### config.mk
export PLATFORM = sky130hd
export DESIGN_NAME = tmu2_dest_path
export DESIGN_NICKNAME = d
export VERILOG_FILES = /design/src/tmu2_pkg.sv /design/src/tmu2_blend.sv /design/src/tmu2_dest_path.sv /design/src/tmu2_fdest.sv
export SDC_FILE = /design/constraint.sdc
export NUM_CORES = 1
export LEC_CHECK = 0
export CAP_MARGIN = 20
export CORE_MARGIN = 2
export CORE_UTILIZATION = 60
export CTS_BUF_LIST = sky130_fd_sc_hd__clkbuf_16
export DETAILED_ROUTE_END_ITERATION = 10
export DONT_BUFFER_PORTS = 1
export PLACE_DENSITY_LB_ADDON = 0.05
export SYNTH_ARGS = -nofsm -noshare
export SYNTH_HDL_FRONTEND = slang
export SYNTH_SLANG_ARGS = --single-unit
### constraint.sdc
create_clock -name sys_clk -period 8.85 [get_ports sys_clk]
set_clock_uncertainty 0.1 [all_clocks]
set_input_delay 0.885 -clock sys_clk [delete_from_list [all_inputs] [get_ports sys_clk]]
set_output_delay 0.885 -clock sys_clk [all_outputs]
set_load 0.01 [all_outputs]
### src/tmu2_pkg.sv
`default_nettype none
// ############################
// TMU destination path package.
// Bus widths, blend constants, FSM codes and the burst word.
// ############################

package tmu2_pkg;

	// ############################
	// memory bus and addressing
	// ############################
	localparam int fml_depth  = 26;             // byte address width.
	localparam int dadr_width = fml_depth - 1;  // in 16-bit words.
	localparam int tag_width  = dadr_width - 4; // one line is 16 pixels.
	localparam int burst_len  = 4;              // beats per line.

	// ############################
	// blending
	// ############################
	localparam int alpha_width = 6;
	localparam int alpha_max   = 63;            // fully opaque.

	// fetch controller states.
	localparam logic [2:0] fd_idle   = 3'd0;
	localparam logic [2:0] fd_fetch1 = 3'd1;
	localparam logic [2:0] fd_fetch2 = 3'd2;
	localparam logic [2:0] fd_fetch3 = 3'd3;
	localparam logic [2:0] fd_fetch4 = 3'd4;
	localparam logic [2:0] fd_out    = 3'd5;

	// One 64-bit burst beat. The bus delivers it as a raw word, and the
	// cache reads it back as four RGB565 pixels, pixel 0 in the top bits.
	typedef union packed {
		logic [63:0]       raw;
		logic [0:3][15:0]  pix;
	} fml_word_u;

endpackage

`default_nettype wire

### src/tmu2_blend.sv
`timescale 1ns/1ns
`default_nettype none
// ############################
// Alpha blend, two stages.
// Mixes source and destination RGB565 per channel.
// ############################

module tmu2_blend (
	input  wire                               sys_clk,
	input  wire                               sys_rst,

	input  wire  [tmu2_pkg::alpha_width-1:0]  alpha_i,
	output logic                              fetch_en_o,
	input  wire                               busy_i,
	output logic                              busy_o,

	input  wire                               pipe_stb_i,
	output logic                              pipe_ack_o,
	input  wire  [15:0]                       color_i,
	input  wire  [tmu2_pkg::dadr_width-1:0]   dadr_i,
	input  wire  [15:0]                       dcolor_i,

	output logic                              out_stb_o,
	input  wire                               out_ack_i,
	output logic [15:0]                       out_color_o,
	output logic [tmu2_pkg::dadr_width-1:0]   out_dadr_o
);
	import tmu2_pkg::*;

	logic                    stall;
	logic [alpha_width-1:0]  inv_alpha;

	// stage one registers.
	logic                    s1_valid;
	logic [dadr_width-1:0]   s1_dadr;
	logic [10:0]             s1_rs;
	logic [10:0]             s1_rd;
	logic [11:0]             s1_gs;
	logic [11:0]             s1_gd;
	logic [10:0]             s1_bs;
	logic [10:0]             s1_bd;

	// stage two arithmetic.
	logic [10:0]             r_sum;
	logic [11:0]             g_sum;
	logic [10:0]             b_sum;
	logic [4:0]              r_q;
	logic [5:0]              g_q;
	logic [4:0]              b_q;

	assign fetch_en_o = (alpha_i != alpha_width'(alpha_max)); // opaque needs no dest.
	assign inv_alpha  = alpha_width'(alpha_max) - alpha_i;

	assign stall      = out_stb_o & ~out_ack_i; // hold the whole pipe.
	assign pipe_ack_o = ~stall;
	assign busy_o     = busy_i | s1_valid | out_stb_o;

	// ############################
	// stage one, weighted products
	// ############################
	always_ff @(posedge sys_clk) begin
		if (sys_rst) begin
			s1_valid <= 1'b0;
		end else if (~stall) begin
			s1_valid <= pipe_stb_i;
		end
	end

	always_ff @(posedge sys_clk) begin
		if (~stall & pipe_stb_i) begin
			s1_dadr <= dadr_i;
			s1_rs   <= 11'(color_i[15:11]) * 11'(alpha_i);
			s1_rd   <= 11'(dcolor_i[15:11]) * 11'(inv_alpha);
			s1_gs   <= 12'(color_i[10:5]) * 12'(alpha_i);
			s1_gd   <= 12'(dcolor_i[10:5]) * 12'(inv_alpha);
			s1_bs   <= 11'(color_i[4:0]) * 11'(alpha_i);
			s1_bd   <= 11'(dcolor_i[4:0]) * 11'(inv_alpha);
		end
	end

	// ############################
	// stage two, sum and divide
	// ############################
	assign r_sum = s1_rs + s1_rd; // at most 31 * 63.
	assign g_sum = s1_gs + s1_gd; // at most 63 * 63.
	assign b_sum = s1_bs + s1_bd;

	assign r_q = 5'(r_sum / 11'(alpha_max));
	assign g_q = 6'(g_sum / 12'(alpha_max));
	assign b_q = 5'(b_sum / 11'(alpha_max));

	always_ff @(posedge sys_clk) begin
		if (sys_rst) begin
			out_stb_o <= 1'b0;
		end else if (~stall) begin
			out_stb_o <= s1_valid;
		end
	end

	always_ff @(posedge sys_clk) begin
		if (~stall & s1_valid) begin
			out_color_o <= {r_q, g_q, b_q}; // back to RGB565.
			out_dadr_o  <= s1_dadr;
		end
	end

	// a stalled result does not move.
	a_out_stable: assert property (@(posedge sys_clk) disable iff (sys_rst)
		out_stb_o && !out_ack_i |=>
			out_stb_o && $stable(out_color_o) && $stable(out_dadr_o));

endmodule

`default_nettype wire

### src/tmu2_dest_path.sv
`timescale 1ns/1ns
`default_nettype none
// ############################
// TMU destination path top.
// Fetch cache followed by the alpha blend.
// ############################

module tmu2_dest_path (
	input  wire                               sys_clk,
	input  wire                               sys_rst,

	input  wire  [tmu2_pkg::alpha_width-1:0]  alpha_i,
	input  wire                               flush_i,
	output logic                              busy_o,

	input  wire                               pix_stb_i,
	output logic                              pix_ack_o,
	input  wire  [15:0]                       color_i,
	input  wire  [tmu2_pkg::dadr_width-1:0]   dadr_i,

	output logic [tmu2_pkg::fml_depth-1:0]    fml_adr_o,
	output logic                              fml_stb_o,
	input  wire                               fml_ack_i,
	input  wire  [63:0]                       fml_di_i,

	output logic                              out_stb_o,
	input  wire                               out_ack_i,
	output logic [15:0]                       out_color_o,
	output logic [tmu2_pkg::dadr_width-1:0]   out_dadr_o
);
	import tmu2_pkg::*;

	logic                   fetch_en;
	logic                   fdest_busy;
	logic                   stb_f;    // cache to blend.
	logic                   ack_f;
	logic [15:0]            color_f;
	logic [dadr_width-1:0]  dadr_f;
	logic [15:0]            dcolor;

	tmu2_fdest u_fdest (
		.sys_clk    (sys_clk),
		.sys_rst    (sys_rst),
		.fml_adr_o  (fml_adr_o),
		.fml_stb_o  (fml_stb_o),
		.fml_ack_i  (fml_ack_i),
		.fml_di_i   (fml_di_i),
		.flush_i    (flush_i),
		.busy_o     (fdest_busy),
		.fetch_en_i (fetch_en),
		.pipe_stb_i (pix_stb_i),
		.pipe_ack_o (pix_ack_o),
		.color_i    (color_i),
		.dadr_i     (dadr_i),
		.pipe_stb_o (stb_f),
		.pipe_ack_i (ack_f),
		.color_f_o  (color_f),
		.dadr_f_o   (dadr_f),
		.dcolor_o   (dcolor)
	);

	tmu2_blend u_blend (
		.sys_clk     (sys_clk),
		.sys_rst     (sys_rst),
		.alpha_i     (alpha_i),
		.fetch_en_o  (fetch_en),
		.busy_i      (fdest_busy),
		.busy_o      (busy_o),
		.pipe_stb_i  (stb_f),
		.pipe_ack_o  (ack_f),
		.color_i     (color_f),
		.dadr_i      (dadr_f),
		.dcolor_i    (dcolor),
		.out_stb_o   (out_stb_o),
		.out_ack_i   (out_ack_i),
		.out_color_o (out_color_o),
		.out_dadr_o  (out_dadr_o)
	);

endmodule

`default_nettype wire

### src/tmu2_fdest.sv
`timescale 1ns/1ns
`default_nettype none
// ############################
// Destination fetch cache.
// Holds one framebuffer line and reads misses as a four-beat burst.
// ############################

module tmu2_fdest (
	input  wire                              sys_clk,
	input  wire                              sys_rst,

	output logic [tmu2_pkg::fml_depth-1:0]   fml_adr_o,
	output logic                             fml_stb_o,
	input  wire                              fml_ack_i,
	input  wire  [63:0]                      fml_di_i,

	input  wire                              flush_i,
	output logic                             busy_o,
	input  wire                              fetch_en_i,

	input  wire                              pipe_stb_i,
	output logic                             pipe_ack_o,
	input  wire  [15:0]                      color_i,
	input  wire  [tmu2_pkg::dadr_width-1:0]  dadr_i,

	output logic                             pipe_stb_o,
	input  wire                              pipe_ack_i,
	output logic [15:0]                      color_f_o,
	output logic [tmu2_pkg::dadr_width-1:0]  dadr_f_o,
	output logic [15:0]                      dcolor_o
);
	import tmu2_pkg::*;

	logic                          accept;
	logic                          wanted;   // a pixel sits in the output register.
	logic [dadr_width-1:0]         dadr_r;
	logic                          valid;
	logic [tag_width-1:0]          tag;
	logic                          tag_match;
	logic                          tag_we;
	logic                          hit;

	fml_word_u                     storage [0:burst_len-1];
	fml_word_u                     storage_do;
	logic [$clog2(burst_len)-1:0]  storage_wa;
	logic                          storage_we;

	logic [2:0]                    state;
	logic [2:0]                    next_state;
	logic                          stb_after_fetch;

	// ############################
	// hit detection
	// ############################
	assign accept = pipe_stb_i & pipe_ack_o;
	assign hit    = valid & tag_match; // flush also kills a pending hit.

	always_ff @(posedge sys_clk) begin
		if (sys_rst) begin
			valid <= 1'b0;
		end else if (flush_i) begin
			valid <= 1'b0;
		end else if (tag_we) begin
			valid <= 1'b1;
		end
	end

	always_ff @(posedge sys_clk) begin
		if (sys_rst) begin
			tag_match <= 1'b0;
		end else if (accept) begin
			tag_match <= (dadr_i[dadr_width-1:4] == tag);
		end
	end

	always_ff @(posedge sys_clk) begin
		if (tag_we) begin
			tag <= dadr_r[dadr_width-1:4];
		end
	end

	// forwarded pixel.
	always_ff @(posedge sys_clk) begin
		if (accept) begin
			dadr_r    <= dadr_i;
			color_f_o <= color_i;
		end
	end

	always_ff @(posedge sys_clk) begin
		if (sys_rst) begin
			wanted <= 1'b0;
		end else if (pipe_ack_o) begin
			wanted <= pipe_stb_i;
		end
	end

	assign dadr_f_o = dadr_r;
	assign busy_o   = wanted;

	// ############################
	// line storage
	// ############################
	always_ff @(posedge sys_clk) begin
		if (storage_we) begin
			storage[storage_wa].raw <= fml_di_i;
		end
	end

	assign storage_do = storage[dadr_r[3:2]];         // word within the line.
	assign dcolor_o   = storage_do.pix[dadr_r[1:0]];  // pixel within the word.

	// ############################
	// burst controller
	// ############################
	assign fml_adr_o = {dadr_r[dadr_width-1:4], 5'd0};

	always_ff @(posedge sys_clk) begin
		if (sys_rst) begin
			state <= fd_idle;
		end else begin
			state <= next_state;
		end
	end

	always_comb begin
		next_state      = state;
		tag_we          = 1'b0;
		storage_we      = 1'b0;
		storage_wa      = '0;
		fml_stb_o       = 1'b0;
		pipe_ack_o      = 1'b0;
		stb_after_fetch = 1'b0;
		case (state)
			fd_idle: begin
				pipe_ack_o = pipe_ack_i | ~wanted;
				if (wanted & ~hit & fetch_en_i) begin
					pipe_ack_o = 1'b0; // stall input during the miss.
					next_state = fd_fetch1;
				end
			end
			fd_fetch1: begin
				fml_stb_o = 1'b1;
				if (fml_ack_i) begin
					storage_we = 1'b1; // first beat comes with the ack.
					storage_wa = 2'd0;
					next_state = fd_fetch2;
				end
			end
			fd_fetch2: begin
				storage_we = 1'b1;
				storage_wa = 2'd1;
				next_state = fd_fetch3;
			end
			fd_fetch3: begin
				storage_we = 1'b1;
				storage_wa = 2'd2;
				next_state = fd_fetch4;
			end
			fd_fetch4: begin
				storage_we = 1'b1;
				storage_wa = 2'd3;
				tag_we     = 1'b1;
				next_state = fd_out;
			end
			fd_out: begin
				stb_after_fetch = 1'b1;
				pipe_ack_o      = pipe_ack_i;
				if (pipe_ack_i) begin
					next_state = fd_idle;
				end
			end
			default: begin
				next_state = fd_idle;
			end
		endcase
	end

	assign pipe_stb_o = stb_after_fetch
		| ((state == fd_idle) & wanted & (hit | ~fetch_en_i));

	// ############################
	// checks
	// ############################
	a_fml_stb_hold: assert property (@(posedge sys_clk) disable iff (sys_rst)
		fml_stb_o && !fml_ack_i |=> fml_stb_o);

	// no pixel leaves on the ack cycle or the three beats after it.
	a_no_out_in_fetch: assert property (@(posedge sys_clk) disable iff (sys_rst)
		(fml_stb_o && fml_ack_i) || $past(fml_stb_o && fml_ack_i, 1)
			|| $past(fml_stb_o && fml_ack_i, 2) || $past(fml_stb_o && fml_ack_i, 3)
			|-> !pipe_stb_o);

endmodule

`default_nettype wire

==> results.py <==
metrics = {
    "pwr": {
        "intPower_mw": 6.42,
        "p_sw_mw": 3.85,
        "combinationalPowerShare_pct": 48.0,
        "switching_share_pct": 37.5,
        "p_total_mw": 10.3,
        "sequentialPowerShare_pct": 32.2,
        "power_density_nw_per_um2": 362,
        "vdd_ir_drop_max_mv": 0.222,
        "p_leak_nw": 10.6,
        "clkPwrFrac_pct": 19.8,
    },
    "sta": {
        "period_needed_ps": 6090,
        "setup_viol": 0,
        "tns_ps": 0,
        "worstMarginPinSlew_ps": 1110,
        "setup_ws_ps": 2760,
        "finalMaxSlewViolations": 0,
        "final-hold-violation-count": 0,
        "rsz0062_at_grt": "no",
        "slew_headroom_pct": 26.2,
        "min_period_over_period_pct": 68.8,
        "fmax_mhz": 164,
    },
    "worst_setup_path": {
        "cp_max_fo": 11,
        "cp.arrival_ps": 6320,
        "start_kind": "register",
        "critPathKind": "reg2reg",
        "critPathMaxStageDelay_ps": 710,
        "cp-end-kind": "register",
        "r2r_cells": 21,
        "critPathRequiredTime_ps": 9080,
        "critPathSlowestCell": "o2111ai_1",
        "crit_chain": "ha_1, inv_1, fa_1, nor2b_4, o31a_1, o32a_4, xnor2_4, nor3_2, a2111oi_2, o21ai_2, o2111ai_1, nor2_1, a311o_1, a211oi_2, a21oi_1, ha_1, mux2i_1, nor2_1, mux2_1, o211ai_1, a21oi_1",
    },
    "synth": {
        "ys_warn_count": 0,
        "synth.distinct_cells": 111,
        "synth_top_area_cell": "edfxtp_1",
        "synth_top_area_share_pct": 51.6,
        "yosysSeqAreaShare_pct": 52.4,
        "synthFlopType": "edfxtp_1",
        "synthTopCellsByArea": "edfxtp_1 (52%), ha_1 (7.1%), fa_1 (6.5%), mux4_2 (6.3%), inv_1 (2.2%)",
        "synth-edff-count": 452,
        "syn_area_per_cell_um2": 13.4,
        "ys_ff_latch": 462,
        "syn_area_um2": 26300,
        "synth_commonest_cells": "edfxtp_1 (452), inv_1 (152), ha_1 (150)",
        "syn-instance-count": 1959,
        "synth-async-reset-ratio_pct": 0,
        "yosysMostFrequentCell": "edfxtp_1",
    },
    "place": {
        "port_buffers": 0,
        "hpwlAfterDp_um": 35700,
        "dpl_cell_area_um2": 26700,
        "place_congestion": 0.885,
        "pre_cts_slack_ps": 2770,
    },
    "detailed_routing": {
        "drt-initial-drc-count": 914,
        "wl_per_cell_um": 20.1,
        "vias": 15400,
        "wirelength_um": 51800,
        "postRouteAntennaNets": 0,
        "drc_errors": 0,
        "vias_per_cell": 5.99,
        "first_pass_iters": 7,
    },
    "final_layout": {
        "final_area_um2": 28400,
        "area_growth_pct": 8.06,
        "fillers": 3117,
        "drive_gt1_share_pct": 12.6,
        "fin_nets": 2298,
        "final_util_pct": 65.8,
    },
    "grt": {
        "grt_pass1_vias": 15500,
        "grt_max_degree": 66,
        "antenna_found_initial": 3,
        "grt-ovfl-total": 0,
        "grtUsageTotal_pct": 23.4,
        "grt_pass1_wl_um": 82700,
    },
    "clocking": {
        "cts.path.max_buffers": 3,
        "cts_buffers": 48,
        "ctsResizeCount": 0,
        "clock_sinks": 462,
        "h-tree-depth": 2,
        "cts_setup_buffers": 0,
        "cts_tree": "done",
        "clkLatencyLatePin_ps": 580,
        "cts-root-buf": "clkbuf_16",
        "cts_hold_buffers": 0,
        "path_clk_slew_ps": 60,
    },
    "job": {
        "maxCapViolCount": 0,
    },
    "die": {
        "core_area_um2": 43200,
        "start_util_pct": 60.9,
        "die_x_um": 213,
        "pin_count": 188,
        "dieArea_um2": 45500,
        "num_rows": 76,
        "die_h_um": 213,
    },
    "run_status": {
        "status": "complete, no violations",
    },
    "min_path": {
        "hp-class": "in2reg",
        "hold_depth": 1,
    },
}
-- area by class of cell --
class | count | area (um^2) | area share [%]
multi-input cells | 1268 | 11600 | 40.7
inverters | 152 | 571 | 2.01
clock inverters | 41 | 399 | 1.41
diodes | 1 | 2.50 | 0.00881
well taps | 585 | 732 | 2.58
repair buffers | 14 | 125 | 0.441
flip-flops and latches | 462 | 13800 | 48.5
clock buffers | 49 | 1230 | 4.32
-- state kept, by name, indices dropped and copies added (netlist names), named ones only --
name	count
u_fdest.storage	256
u_blend.out_dadr_o	25
u_blend.s1_dadr	25
u_fdest.dadr_f_o	25
u_fdest.tag	21
u_blend.out_color_o	16
u_fdest.color_f_o	16
u_blend.s1_gd	12
u_blend.s1_gs	12
u_blend.s1_bd	11
u_blend.s1_bs	11
u_blend.s1_rd	11
u_blend.s1_rs	11
u_fdest.state	3
u_blend.out_stb_o	1
u_blend.s1_valid	1
u_fdest.busy_o	1
u_fdest.tag_match	1
u_fdest.valid	1
-- stage by stage --
stage               hold WS [ps]  instances
floorplan                    300       1963
global placement             301       2479
detailed placement           305       2479
CTS                          236       2569
global route                 242       2571
finish                       272       2572
-- power groups by stage --
stage | clock network (mW) | registers (mW) | logic, mW
floorplan | 0 | 3.17 | 4.09
global placement | 0 | 3.35 | 4.84
CTS | 2.08 | 3.32 | 4.98
detailed placement | 0 | 3.36 | 4.93
finish | 2.03 | 3.31 | 4.93
global route | 2.16 | 3.35 | 5.63
-- layout by cell type, fill, tap and decap left out, drive strengths merged, types with 28 or more instances in the layout --
cell type  count
a21oi         73
nand2b        50
xor2          41
ha           150
clkbuf        50
inv          156
fa            85
nor2          98
xnor2         60
o21ai         46
and2          53
edfxtp       452
mux4          73
nand2        123
a21o          28
-- final timing paths --
check | from | endpoint | slack, ps
worst min register to register | u_blend.s1_dadr[7]$_DFFE_PP_ | u_blend.out_dadr_o[7]$_DFFE_PP_ | 320
worst min-delay path | sys_rst | u_fdest.tag_match$_SDFFE_PP0P_ | 270
worst max register to register | u_blend.s1_gd[0]$_DFFE_PP_ | u_blend.out_color_o[5]$_DFFE_PP_ | 2760
worst max-delay path | u_blend.s1_gd[0]$_DFFE_PP_ | u_blend.out_color_o[5]$_DFFE_PP_ | 2760
-- cells by family after synthesis --
logic type / synth area share, %
buf+inv: 3.76
mux: 7.32
xor+xnor: 3.54
other cells: 0.0143
fa+ha+maj: 13.7
simple gates: 9.76
compound gates: 9.54
flops: 52.4
-- metal layers --
| layer | up-vias | part of all wire [%] | GRT usage [%] |
|---|---|---|---|
| met5 | - | 0.056 | 0 |
| met4 | 4 | 1.9 | 5.96 |
| li1 | 7243 | - | - |
| met3 | 74 | 6.6 | 5.96 |
| met2 | 400 | 49 | 39.4 |
| met1 | 7694 | 42 | 30.7 |
-- worst max-delay path: cells and delay by family, from the launching register on --
| family | cells | cell delay (ps) |
|---|---|---|
| DFF | 1 | 370 |
| and+or+nand+nor | 4 | 410 |
| muxes | 2 | 520 |
| buffers and inverters | 1 | 80 |
| xor gates and xnor gates | 1 | 270 |
| adders and majority gates | 3 | 790 |
| AOI/OAI and AO/OA | 10 | 3290 |
(Power assumes the default switching activity.)
